`config.mk`:
```
export PLATFORM = sky130hd
export DESIGN_NAME = io_link_tile
export DESIGN_NICKNAME = d
export VERILOG_FILES = /design/src/source/io_noc_pkg.sv /design/src/source/bedrock_mem_pkg.sv /design/src/source/io_cmd_encode.sv /design/src/source/wormhole_sender.sv /design/src/source/wormhole_receiver.sv /design/src/source/io_link_tile.sv
export SDC_FILE = /design/constraint.sdc
export NUM_CORES = 1
export LEC_CHECK = 0
export ABC_AREA = 1
export BUFFER_PORTS_ARGS = -buffer_cell sky130_fd_sc_hd__buf_2
export CAP_MARGIN = 15
export CELL_PAD_IN_SITES_DETAIL_PLACEMENT = 1
export CELL_PAD_IN_SITES_GLOBAL_PLACEMENT = 1
export CORE_MARGIN = 2
export CORE_UTILIZATION = 29
export CTS_CLUSTER_DIAMETER = 100
export DETAILED_ROUTE_END_ITERATION = 16
export GPL_TIMING_DRIVEN = 1
export PLACE_DENSITY_LB_ADDON = 0.1
export SYNTH_ARGS = -nofsm -noshare
export SYNTH_HDL_FRONTEND = slang
export SYNTH_HIERARCHICAL = 1
export SYNTH_SLANG_ARGS = --single-unit
```
`constraint.sdc`:
```
create_clock -name clk_i -period 1.7 [get_ports clk_i]
set_clock_uncertainty 0.05 [all_clocks]
set_input_delay 0.17 -clock clk_i [delete_from_list [all_inputs] [get_ports clk_i]]
set_output_delay 0.17 -clock clk_i [all_outputs]
set_load 0.02 [all_outputs]
```
`src/source/io_noc_pkg.sv`:
```
package io_noc_pkg;

  // Link flit and routing field widths
  localparam int unsigned flit_width_lp = 32;
  localparam int unsigned did_width_lp  = 4;
  localparam int unsigned len_width_lp  = 4;

  // Header flit layout from bit 0 upward
  //   [3:0]   destination did
  //   [7:4]   data flit count
  //   [9:8]   opcode
  //   [11:10] size
  //   [31:12] address
  localparam int unsigned hdr_did_lsb_lp    = 0;
  localparam int unsigned hdr_len_lsb_lp    = hdr_did_lsb_lp + did_width_lp;
  localparam int unsigned hdr_opcode_lsb_lp = hdr_len_lsb_lp + len_width_lp;
  localparam int unsigned hdr_size_lsb_lp   = hdr_opcode_lsb_lp + 2;
  localparam int unsigned hdr_addr_lsb_lp   = hdr_size_lsb_lp + 2;

endpackage

```
`src/source/bedrock_mem_pkg.sv`:
```
package bedrock_mem_pkg;

  // Memory interface widths
  localparam int unsigned paddr_width_lp  = 20;
  localparam int unsigned data_width_lp   = 32;
  localparam int unsigned opcode_width_lp = 2;
  localparam int unsigned size_width_lp   = 2;

  // Opcodes
  localparam logic [opcode_width_lp-1:0] mem_rd_lp = 2'd0;
  localparam logic [opcode_width_lp-1:0] mem_wr_lp = 2'd1;

  // Size s means 2^s beats
  localparam int unsigned max_beats_lp = 8;

  // Address map
  //   [19]    nonlocal
  //   [18:15] hio field holding the destination did of a global address
  //   [14:11] local device number
  localparam int unsigned nonlocal_bit_lp = 19;
  localparam int unsigned hio_lsb_lp      = 15;
  localparam int unsigned dev_lsb_lp      = 11;
  localparam int unsigned dev_width_lp    = 4;

  // Devices served by the host
  localparam logic [dev_width_lp-1:0] boot_dev_lp = 4'd0;
  localparam logic [dev_width_lp-1:0] host_dev_lp = 4'd1;

endpackage

```
`src/source/io_cmd_encode.sv`:
```
`timescale 1ns/10ps

module io_cmd_encode
  (input  logic [io_noc_pkg::did_width_lp-1:0]         host_did_i
   , input  logic [bedrock_mem_pkg::opcode_width_lp-1:0] opcode_i
   , input  logic [bedrock_mem_pkg::paddr_width_lp-1:0]  addr_i
   , input  logic [bedrock_mem_pkg::size_width_lp-1:0]   size_i
   , output logic [io_noc_pkg::flit_width_lp-1:0]        hdr_flit_o
   );

  logic [bedrock_mem_pkg::dev_width_lp-1:0] dev;
  logic                                     is_host_addr;
  logic [io_noc_pkg::did_width_lp-1:0]      dst_did;
  logic [io_noc_pkg::len_width_lp-1:0]      data_len;

  assign dev = addr_i[bedrock_mem_pkg::dev_lsb_lp +: bedrock_mem_pkg::dev_width_lp];

  // Boot and host devices of a local address go to the host
  assign is_host_addr = ~addr_i[bedrock_mem_pkg::nonlocal_bit_lp]
                        && ((dev == bedrock_mem_pkg::boot_dev_lp)
                            || (dev == bedrock_mem_pkg::host_dev_lp));

  assign dst_did = is_host_addr
                   ? host_did_i
                   : addr_i[bedrock_mem_pkg::hio_lsb_lp +: io_noc_pkg::did_width_lp];

  // One flit per beat, so a write carries 2^size flits
  assign data_len = (opcode_i == bedrock_mem_pkg::mem_wr_lp)
                    ? ({{(io_noc_pkg::len_width_lp-1){1'b0}}, 1'b1} << size_i)
                    : '0;

  always_comb begin
    hdr_flit_o = '0;
    hdr_flit_o[io_noc_pkg::hdr_did_lsb_lp +: io_noc_pkg::did_width_lp] = dst_did;
    hdr_flit_o[io_noc_pkg::hdr_len_lsb_lp +: io_noc_pkg::len_width_lp] = data_len;
    hdr_flit_o[io_noc_pkg::hdr_opcode_lsb_lp +: bedrock_mem_pkg::opcode_width_lp] = opcode_i;
    hdr_flit_o[io_noc_pkg::hdr_size_lsb_lp +: bedrock_mem_pkg::size_width_lp] = size_i;
    hdr_flit_o[io_noc_pkg::hdr_addr_lsb_lp +: bedrock_mem_pkg::paddr_width_lp] = addr_i;
  end

endmodule

```
`src/source/wormhole_sender.sv`:
```
`timescale 1ns/10ps

module wormhole_sender
  (input  logic                                      clk_i
   , input  logic                                    reset_i

   , input  logic [io_noc_pkg::flit_width_lp-1:0]    hdr_flit_i
   , input  logic                                    hdr_v_i
   , output logic                                    hdr_ready_o

   , input  logic [bedrock_mem_pkg::data_width_lp-1:0] data_i
   , input  logic                                    data_v_i
   , output logic                                    data_ready_o

   , output logic [io_noc_pkg::flit_width_lp-1:0]    link_data_o
   , output logic                                    link_v_o
   , input  logic                                    link_ready_i
   );

  typedef enum logic [1:0] {
    e_idle,
    e_hdr,
    e_data
  } state_e;

  state_e                              state_r;
  logic [io_noc_pkg::flit_width_lp-1:0] hdr_r;
  logic [io_noc_pkg::len_width_lp-1:0]  count_r;
  logic [io_noc_pkg::len_width_lp-1:0]  hdr_len;

  assign hdr_len = hdr_r[io_noc_pkg::hdr_len_lsb_lp +: io_noc_pkg::len_width_lp];

  // One command in flight
  assign hdr_ready_o = (state_r == e_idle);

  // Data flits stream straight through to the link
  always_comb begin
    link_v_o     = 1'b0;
    link_data_o  = hdr_r;
    data_ready_o = 1'b0;
    case (state_r)
      e_hdr: begin
        link_v_o = 1'b1;
      end
      e_data: begin
        link_v_o     = data_v_i;
        link_data_o  = data_i;
        data_ready_o = link_ready_i;
      end
      default: begin
        link_v_o = 1'b0;
      end
    endcase
  end

  always_ff @(posedge clk_i) begin
    if (hdr_v_i && hdr_ready_o) begin
      hdr_r <= hdr_flit_i;
    end
  end

  always_ff @(posedge clk_i) begin
    if (reset_i) begin
      state_r <= e_idle;
      count_r <= '0;
    end else begin
      case (state_r)
        e_idle: begin
          if (hdr_v_i) begin
            state_r <= e_hdr;
          end
        end
        e_hdr: begin
          if (link_ready_i) begin
            count_r <= hdr_len;
            state_r <= (hdr_len == '0) ? e_idle : e_data;
          end
        end
        e_data: begin
          if (data_v_i && link_ready_i) begin
            count_r <= count_r - 1'b1;
            if (count_r == 1) begin
              state_r <= e_idle;
            end
          end
        end
        default: begin
          state_r <= e_idle;
        end
      endcase
    end
  end

endmodule

```
`src/source/wormhole_receiver.sv`:
```
`timescale 1ns/10ps

module wormhole_receiver
  (input  logic                                          clk_i
   , input  logic                                        reset_i

   , input  logic [io_noc_pkg::flit_width_lp-1:0]        link_data_i
   , input  logic                                        link_v_i
   , output logic                                        link_ready_o

   , output logic                                        resp_v_o
   , input  logic                                        resp_ready_i
   , output logic [bedrock_mem_pkg::opcode_width_lp-1:0] opcode_o
   , output logic [bedrock_mem_pkg::paddr_width_lp-1:0]  addr_o
   , output logic [bedrock_mem_pkg::size_width_lp-1:0]   size_o

   , output logic [bedrock_mem_pkg::data_width_lp-1:0]   data_o
   , output logic                                        data_v_o
   , output logic                                        last_o
   , input  logic                                        data_ready_i
   );

  typedef enum logic [1:0] {
    e_idle,
    e_hdr,
    e_data
  } state_e;

  state_e                                     state_r;
  logic [bedrock_mem_pkg::opcode_width_lp-1:0] opcode_r;
  logic [bedrock_mem_pkg::paddr_width_lp-1:0]  addr_r;
  logic [bedrock_mem_pkg::size_width_lp-1:0]   size_r;
  logic [io_noc_pkg::len_width_lp-1:0]         count_r;
  logic                                        hdr_accept;

  assign hdr_accept = (state_r == e_idle) && link_v_i;

  assign opcode_o = opcode_r;
  assign addr_o   = addr_r;
  assign size_o   = size_r;
  assign resp_v_o = (state_r == e_hdr);

  // Data beats pass straight through from the link
  assign data_o       = link_data_i;
  assign data_v_o     = (state_r == e_data) && link_v_i;
  assign last_o       = (state_r == e_data) && (count_r == 1);
  assign link_ready_o = (state_r == e_idle) || ((state_r == e_data) && data_ready_i);

  // Header fields held until the response handshake
  always_ff @(posedge clk_i) begin
    if (hdr_accept) begin
      opcode_r <= link_data_i[io_noc_pkg::hdr_opcode_lsb_lp +: bedrock_mem_pkg::opcode_width_lp];
      addr_r   <= link_data_i[io_noc_pkg::hdr_addr_lsb_lp +: bedrock_mem_pkg::paddr_width_lp];
      size_r   <= link_data_i[io_noc_pkg::hdr_size_lsb_lp +: bedrock_mem_pkg::size_width_lp];
    end
  end

  always_ff @(posedge clk_i) begin
    if (reset_i) begin
      state_r <= e_idle;
      count_r <= '0;
    end else begin
      case (state_r)
        e_idle: begin
          if (link_v_i) begin
            count_r <= link_data_i[io_noc_pkg::hdr_len_lsb_lp +: io_noc_pkg::len_width_lp];
            state_r <= e_hdr;
          end
        end
        e_hdr: begin
          if (resp_ready_i) begin
            state_r <= (count_r == '0) ? e_idle : e_data;
          end
        end
        e_data: begin
          if (link_v_i && data_ready_i) begin
            count_r <= count_r - 1'b1;
            if (count_r == 1) begin
              state_r <= e_idle;
            end
          end
        end
        default: begin
          state_r <= e_idle;
        end
      endcase
    end
  end

endmodule

```
`src/source/io_link_tile.sv`:
```
`timescale 1ns/10ps

module io_link_tile
  (input  logic                                          clk_i
   , input  logic                                        reset_i

   , input  logic [io_noc_pkg::did_width_lp-1:0]         host_did_i

   , input  logic                                        cmd_v_i
   , output logic                                        cmd_ready_o
   , input  logic [bedrock_mem_pkg::opcode_width_lp-1:0] cmd_opcode_i
   , input  logic [bedrock_mem_pkg::paddr_width_lp-1:0]  cmd_addr_i
   , input  logic [bedrock_mem_pkg::size_width_lp-1:0]   cmd_size_i

   , input  logic                                        cmd_data_v_i
   , input  logic [bedrock_mem_pkg::data_width_lp-1:0]   cmd_data_i
   , output logic                                        cmd_data_ready_o

   , output logic [io_noc_pkg::flit_width_lp-1:0]        io_cmd_link_data_o
   , output logic                                        io_cmd_link_v_o
   , input  logic                                        io_cmd_link_ready_i

   , input  logic [io_noc_pkg::flit_width_lp-1:0]        io_resp_link_data_i
   , input  logic                                        io_resp_link_v_i
   , output logic                                        io_resp_link_ready_o

   , output logic                                        resp_v_o
   , input  logic                                        resp_ready_i
   , output logic [bedrock_mem_pkg::opcode_width_lp-1:0] resp_opcode_o
   , output logic [bedrock_mem_pkg::paddr_width_lp-1:0]  resp_addr_o
   , output logic [bedrock_mem_pkg::size_width_lp-1:0]   resp_size_o

   , output logic                                        resp_data_v_o
   , output logic [bedrock_mem_pkg::data_width_lp-1:0]   resp_data_o
   , output logic                                        resp_last_o
   , input  logic                                        resp_data_ready_i
   );

  logic [io_noc_pkg::flit_width_lp-1:0] cmd_hdr_flit;

  io_cmd_encode encode
    (.host_did_i(host_did_i)
     ,.opcode_i(cmd_opcode_i)
     ,.addr_i(cmd_addr_i)
     ,.size_i(cmd_size_i)
     ,.hdr_flit_o(cmd_hdr_flit)
     );

  wormhole_sender sender
    (.clk_i(clk_i)
     ,.reset_i(reset_i)
     ,.hdr_flit_i(cmd_hdr_flit)
     ,.hdr_v_i(cmd_v_i)
     ,.hdr_ready_o(cmd_ready_o)
     ,.data_i(cmd_data_i)
     ,.data_v_i(cmd_data_v_i)
     ,.data_ready_o(cmd_data_ready_o)
     ,.link_data_o(io_cmd_link_data_o)
     ,.link_v_o(io_cmd_link_v_o)
     ,.link_ready_i(io_cmd_link_ready_i)
     );

  wormhole_receiver receiver
    (.clk_i(clk_i)
     ,.reset_i(reset_i)
     ,.link_data_i(io_resp_link_data_i)
     ,.link_v_i(io_resp_link_v_i)
     ,.link_ready_o(io_resp_link_ready_o)
     ,.resp_v_o(resp_v_o)
     ,.resp_ready_i(resp_ready_i)
     ,.opcode_o(resp_opcode_o)
     ,.addr_o(resp_addr_o)
     ,.size_o(resp_size_o)
     ,.data_o(resp_data_o)
     ,.data_v_o(resp_data_v_o)
     ,.last_o(resp_last_o)
     ,.data_ready_i(resp_data_ready_i)
     );

endmodule

```
Word level (Yosys, flattened, before mapping)
Cells that the tools add are included.

Register bits: 68. Latch bits: 0. RAM bits: 0. Bits in read-only memories: 0. Output and inout bits: 95. Memories: 0.

Add/sub/neg operators: 2. $mul: 0. Div/mod/pow operators: 0. Order comparisons: 0. Equal/unequal tests: 16. Shifts and indexed selects: 1. Mux-type cells: 22. Bitwise operators: 1. Reductions and logical operators: 21.

Operators with widths (count): $mux W32 (1); $mux W2 (10); $mux W4 (5); $pmux W4 S2 (2); $eq A4 B1 Y1 const B (3); $logic_not A4 Y1 (3); $pmux W2 S3 (2); $ne A2 B2 Y1 const B (5); $logic_and A1 B1 Y1 (8); $reduce_and A4 Y1 (2); $sub A4 B1 Y4 const B (2); $eq A2 B1 Y1 const B (3); $ne A2 B1 Y1 const B (3); $reduce_and A3 Y1 (2); $eq A2 B2 Y1 const B (2); $logic_not A2 Y1 (2); $reduce_bool A2 Y1 (2); $shl A1 B2 Y4 const A (1); $logic_or A1 B1 Y1 (2); $pmux W1 S2 (1); $mux W1 (1); $not A1 Y1 (1).

Depth between registers and ports, before layout
Word-level depth: 4. Gate-level depth with buffers: 8. Gate-level depth less buffers: 8.

Modules after synthesis
Netlist, hierarchy kept.

By module, submodules not included: wormhole_sender (instances 1, cells each 220, area each 1869.3 um^2, seq. area each 1081.0 um^2); wormhole_receiver (instances 1, cells each 121, area each 1386.3 um^2, seq. area each 840.8 um^2); io_cmd_encode (instances 1, cells each 47, area each 284.0 um^2, seq. area each 0.0 um^2).

Worst setup path before layout
No wires, ideal clock.

Kind: reg-to-reg. Start: register sender.state_r[0]. End: register sender/hdr_r[0] (netlist bit) (enable). Setup time: 387 ps. Data arrival time: 1410 ps. Data required time: 1263 ps. Path slack: -146 ps. Cell stages (with the launch flop): 5. Path buffers: 0. Clock period less this slack: 1846 ps. Cell sequence: dfxtp_1 -> inv_1 -> ha_1 -> nand2_1 -> inv_1.

Cells in the longest elaborated chain, start to end: 2.

Ends and longest elaborated chain: start: declaration (RTL line wormhole_sender.sv:26) `state_e state_r;`; start signal: assignment (RTL line wormhole_sender.sv:64) `state_r <= e_idle;`; start signal: assignment (RTL line wormhole_sender.sv:70) `state_r <= e_hdr;`; start signal: assignment (RTL line wormhole_sender.sv:76) `state_r <= (hdr_len == '0) ? e_idle : e_data;`; $logic_not A2 Y1 (RTL line wormhole_sender.sv:34) `assign hdr_ready_o = (state_r == e_idle);`; net cmd_ready_o (RTL line io_link_tile.sv:10) `, output logic cmd_ready_o`; $logic_and A1 B1 Y1 (RTL line wormhole_sender.sv:57) `if (hdr_v_i && hdr_ready_o) begin`; end signal: assignment (RTL line wormhole_sender.sv:58) `hdr_r <= hdr_flit_i;`; end: declaration (RTL line wormhole_sender.sv:27) `logic [io_noc_pkg::flit_width_lp-1:0] hdr_r;`.

The timed path passes the listed nets, and every way through them passes these cells. A chain may end at the register's enable or synchronous reset.

Worst setup path after layout
Start: register sender.state_r[0]. End: output port io_cmd_link_data_o[19] (netlist bit).

Cells in the longest elaborated chain, start to end: 2.

Ends and longest elaborated chain: $eq A2 B2 Y1 (RTL line wormhole_sender.sv:41) `case (state_r)`; $mux W32 (RTL line wormhole_sender.sv:41); end: declaration (RTL line io_link_tile.sv:19) `, output logic [io_noc_pkg::flit_width_lp-1:0] io_cmd_link_data_o`.

Every way passes these cells.

==> results.sh <==
export IMPL_postSynthCellCount=388
export IMPL_n_antenna_cell=0
export IMPL_finalSetupViolCount=1
export IMPL_synth_area_sq_um=3540
export IMPL_first_global_vias=3502
export IMPL_viasPerCell=4.36
export IMPL_synth_top_family_by_area="simple AND/OR/NAND/NOR gates"
export IMPL_status="finished with violations"
export IMPL_ios=195
export IMPL_core_rowCount=40
export IMPL_max_cap_violations=0
export IMPL_clock_path_buffers=2
export IMPL_overflow=0
export IMPL_ys_seq_area_frac=0.543
export IMPL_p_per_area_nw_per_um2=1350
export IMPL_final_hold_violation_count=0
export IMPL_cts_sinks=68
export IMPL_leakage_nw=2.54
export IMPL_maxSlewHeadroom=0.799
export IMPL_violations="setup timing"
export IMPL_worst_setup_path_type="register to primary output"
export IMPL_vias=3177
export IMPL_grt_pass1_wl_um=16400
export IMPL_hpwl_um=7400
export IMPL_dieArea_sq_um=13100
export IMPL_worstHoldPathType="input port to register"
export IMPL_grt_max_degree=26
export IMPL_timing_final_crit_share=1.00
export IMPL_cts_root_buffer="clkbuf_16"
export IMPL_crit_fanout=10
export IMPL_synth_simple_area_share=0.229
export IMPL_synth_adder_area_share=0.0318
export IMPL_ys_types=26
export IMPL_routed_wl_um=10600
export IMPL_fin_nets=686
export IMPL_dpl_instance_area_sq_um=4270
export IMPL_yosysWarnings=6
export IMPL_die_h_um=114
export IMPL_setup_ws_ps=-0.630
export IMPL_rsz0062_at_grt="true"
export IMPL_antenna_found_initial=0
export IMPL_ys_ff_latch=68
export IMPL_worstPathArrival_ps=1480
export IMPL_synthToLayoutAreaGrowth_pct=49.1
export IMPL_drtAntennaViolNets=0
export IMPL_firstDrtPassIters=4
export IMPL_required_ps=1480
export IMPL_r2r_slack_ps=210
export IMPL_period_needed_ps=1700
export IMPL_finalPower_mw=7.12
export IMPL_clock_latency_ps=330
export IMPL_design_area_sq_um=5280
export IMPL_place_congestion=0.777
export IMPL_synth_xor_area_share=0.00247
export IMPL_initial_core_util=0.296
export IMPL_path_clk_slew_ps=60
export IMPL_cp_start_kind="register"
export IMPL_grt_total_usage=0.160
export IMPL_synth_net_count=497
export IMPL_end_kind="primary output"
export IMPL_die_x_um=114
export IMPL_fmaxAchievable_mhz=588
export IMPL_report_final_slew_viol_count=0
export IMPL_htree_levels=3
export IMPL_worst_pin_slew_ps=301
export IMPL_final_layout_size_suffix_gt1_frac=0.412
export IMPL_peakVddDrop_v=0.000531
export IMPL_drt_iter0_markers=98
export IMPL_fin_tns_setup_ps=-0.630
export IMPL_drcViolationCount=0
export IMPL_wire_per_inst_um=14.5
export IMPL_synth_compound_area_frac=0.0300
export IMPL_synthMuxAreaShare=0
export IMPL_synth_avg_cell_area_sq_um=9.12
export IMPL_cts_tree="done"
export IMPL_port_buffers=186
export IMPL_cts_buffers=9
export IMPL_core_area_sq_um=12000
## report_power, final
group          internal (mW)  total (mW)  switching [mW]
clock network           1.13        1.84           0.710
logic                   1.25        2.99            1.74
registers               2.16        2.29           0.134
## final timing paths
kind                                           from                endpoint  cells after the start
worst max-delay path              sender/state_r[0]  io_cmd_link_data_o[19]                      7
worst min-delay path                        reset_i     receiver/count_r[3]                      2
worst max register to register    sender/state_r[1]        sender/hdr_r[29]                      5
worst min register to register  receiver/count_r[3]     receiver/count_r[3]                      2
## registers in the layout, indices dropped and copies added, names as in the netlist
| name | count |
|---|---|
| sender/hdr_r | 32 |
| receiver/addr_o | 20 |
| receiver/count_r | 4 |
| sender/count_r | 4 |
| receiver/opcode_o | 2 |
| receiver/size_o | 2 |
| receiver/state_r | 2 |
| sender/state_r | 2 |
## per-stage QoR
stage	hold WS, ps	instances	utilization	setup WS, ps
after floorplan	182	388	-	1.63
after global placement	290	665	0.357	189
after detailed placement	290	665	0.357	119
after CTS	10.9	728	0.427	-20.9
after global routing	16.7	729	0.441	-66.2
final	19.2	729	0.441	-0.630
## placed cells by master, fill, tap and decap left out, types with 6 or more instances in the layout
master | netlist | routed
dlygate4sd3_1 | 0 | 46
buf_4 | 58 | 18
o21ai_0 | 8 | 6
nand2_1 | 141 | 131
buf_6 | 1 | 17
nand3_1 | 10 | 10
edfxtp_1 | 56 | 56
inv_1 | 24 | 22
clkbuf_16 | 0 | 9
nand2_2 | 2 | 12
buf_2 | 3 | 154
ha_1 | 9 | 8
a21oi_1 | 7 | 7
nor2_1 | 31 | 30
dfxtp_1 | 12 | 10
## layer usage
| layer | part of all wire | global-route usage |
|---|---|---|
| met5 | 0 | 0 |
| met4 | 0.012 | 0.0455 |
| met3 | 0.078 | 0.0566 |
| met2 | 0.52 | 0.289 |
| met1 | 0.39 | 0.175 |
## repair_timing
action	4_1_cts	5_1_grt
gates resized for setup	20	58
buffers inserted	0	1
endpoints found under the hold margin	46	0
gates cloned	1	0
pin swaps	0	3
hold buffers	46	0
endpoints found under the setup margin	33	34
## cells in the mapped netlist, drive strengths merged
cell type / n / area share
buf: 62 / 0.13
dfxtp: 12 / 0.068
nand3: 12 / 0.024
nand4: 1 / 0.0018
nor2: 36 / 0.043
ha: 9 / 0.032
clkinv: 1 / 0.0011
nand2: 143 / 0.15
or2: 1 / 0.0018
o21ai: 11 / 0.016
a21oi: 8 / 0.012
clkbuf: 1 / 0.0011
o211ai: 1 / 0.0021
edfxtp: 56 / 0.48
xor2: 1 / 0.0025
inv: 29 / 0.031
nor3: 4 / 0.0057
## area by class of cell
cell class              count  area (sq um)
inverters                  30           124
fillers                  1403          6680
multi-input cells         227          1080
clock buffers               9           225
flip-flops and latches     68          1920
repair buffers            241          1680
well taps                 147           184
clock inverters             7          66.3
## cells by family after synthesis
group                      Yosys count
buffers and inverters               93
DFF                                 68
xor gates and xnor gates             1
and+or+nand+nor                    197
AOI/OAI and AO/OA                   20
adders and majority gates            9
## critical path, stage by stage, from the launching register on
cell and delay, ps:
dfxtp_2 340, inv_2 60, ha_4 200, inv_8 90, buf_8 140, nand2_1 80, nand2_1 110, buf_6 140
Note: power is estimated with default switching activity, not from simulation.
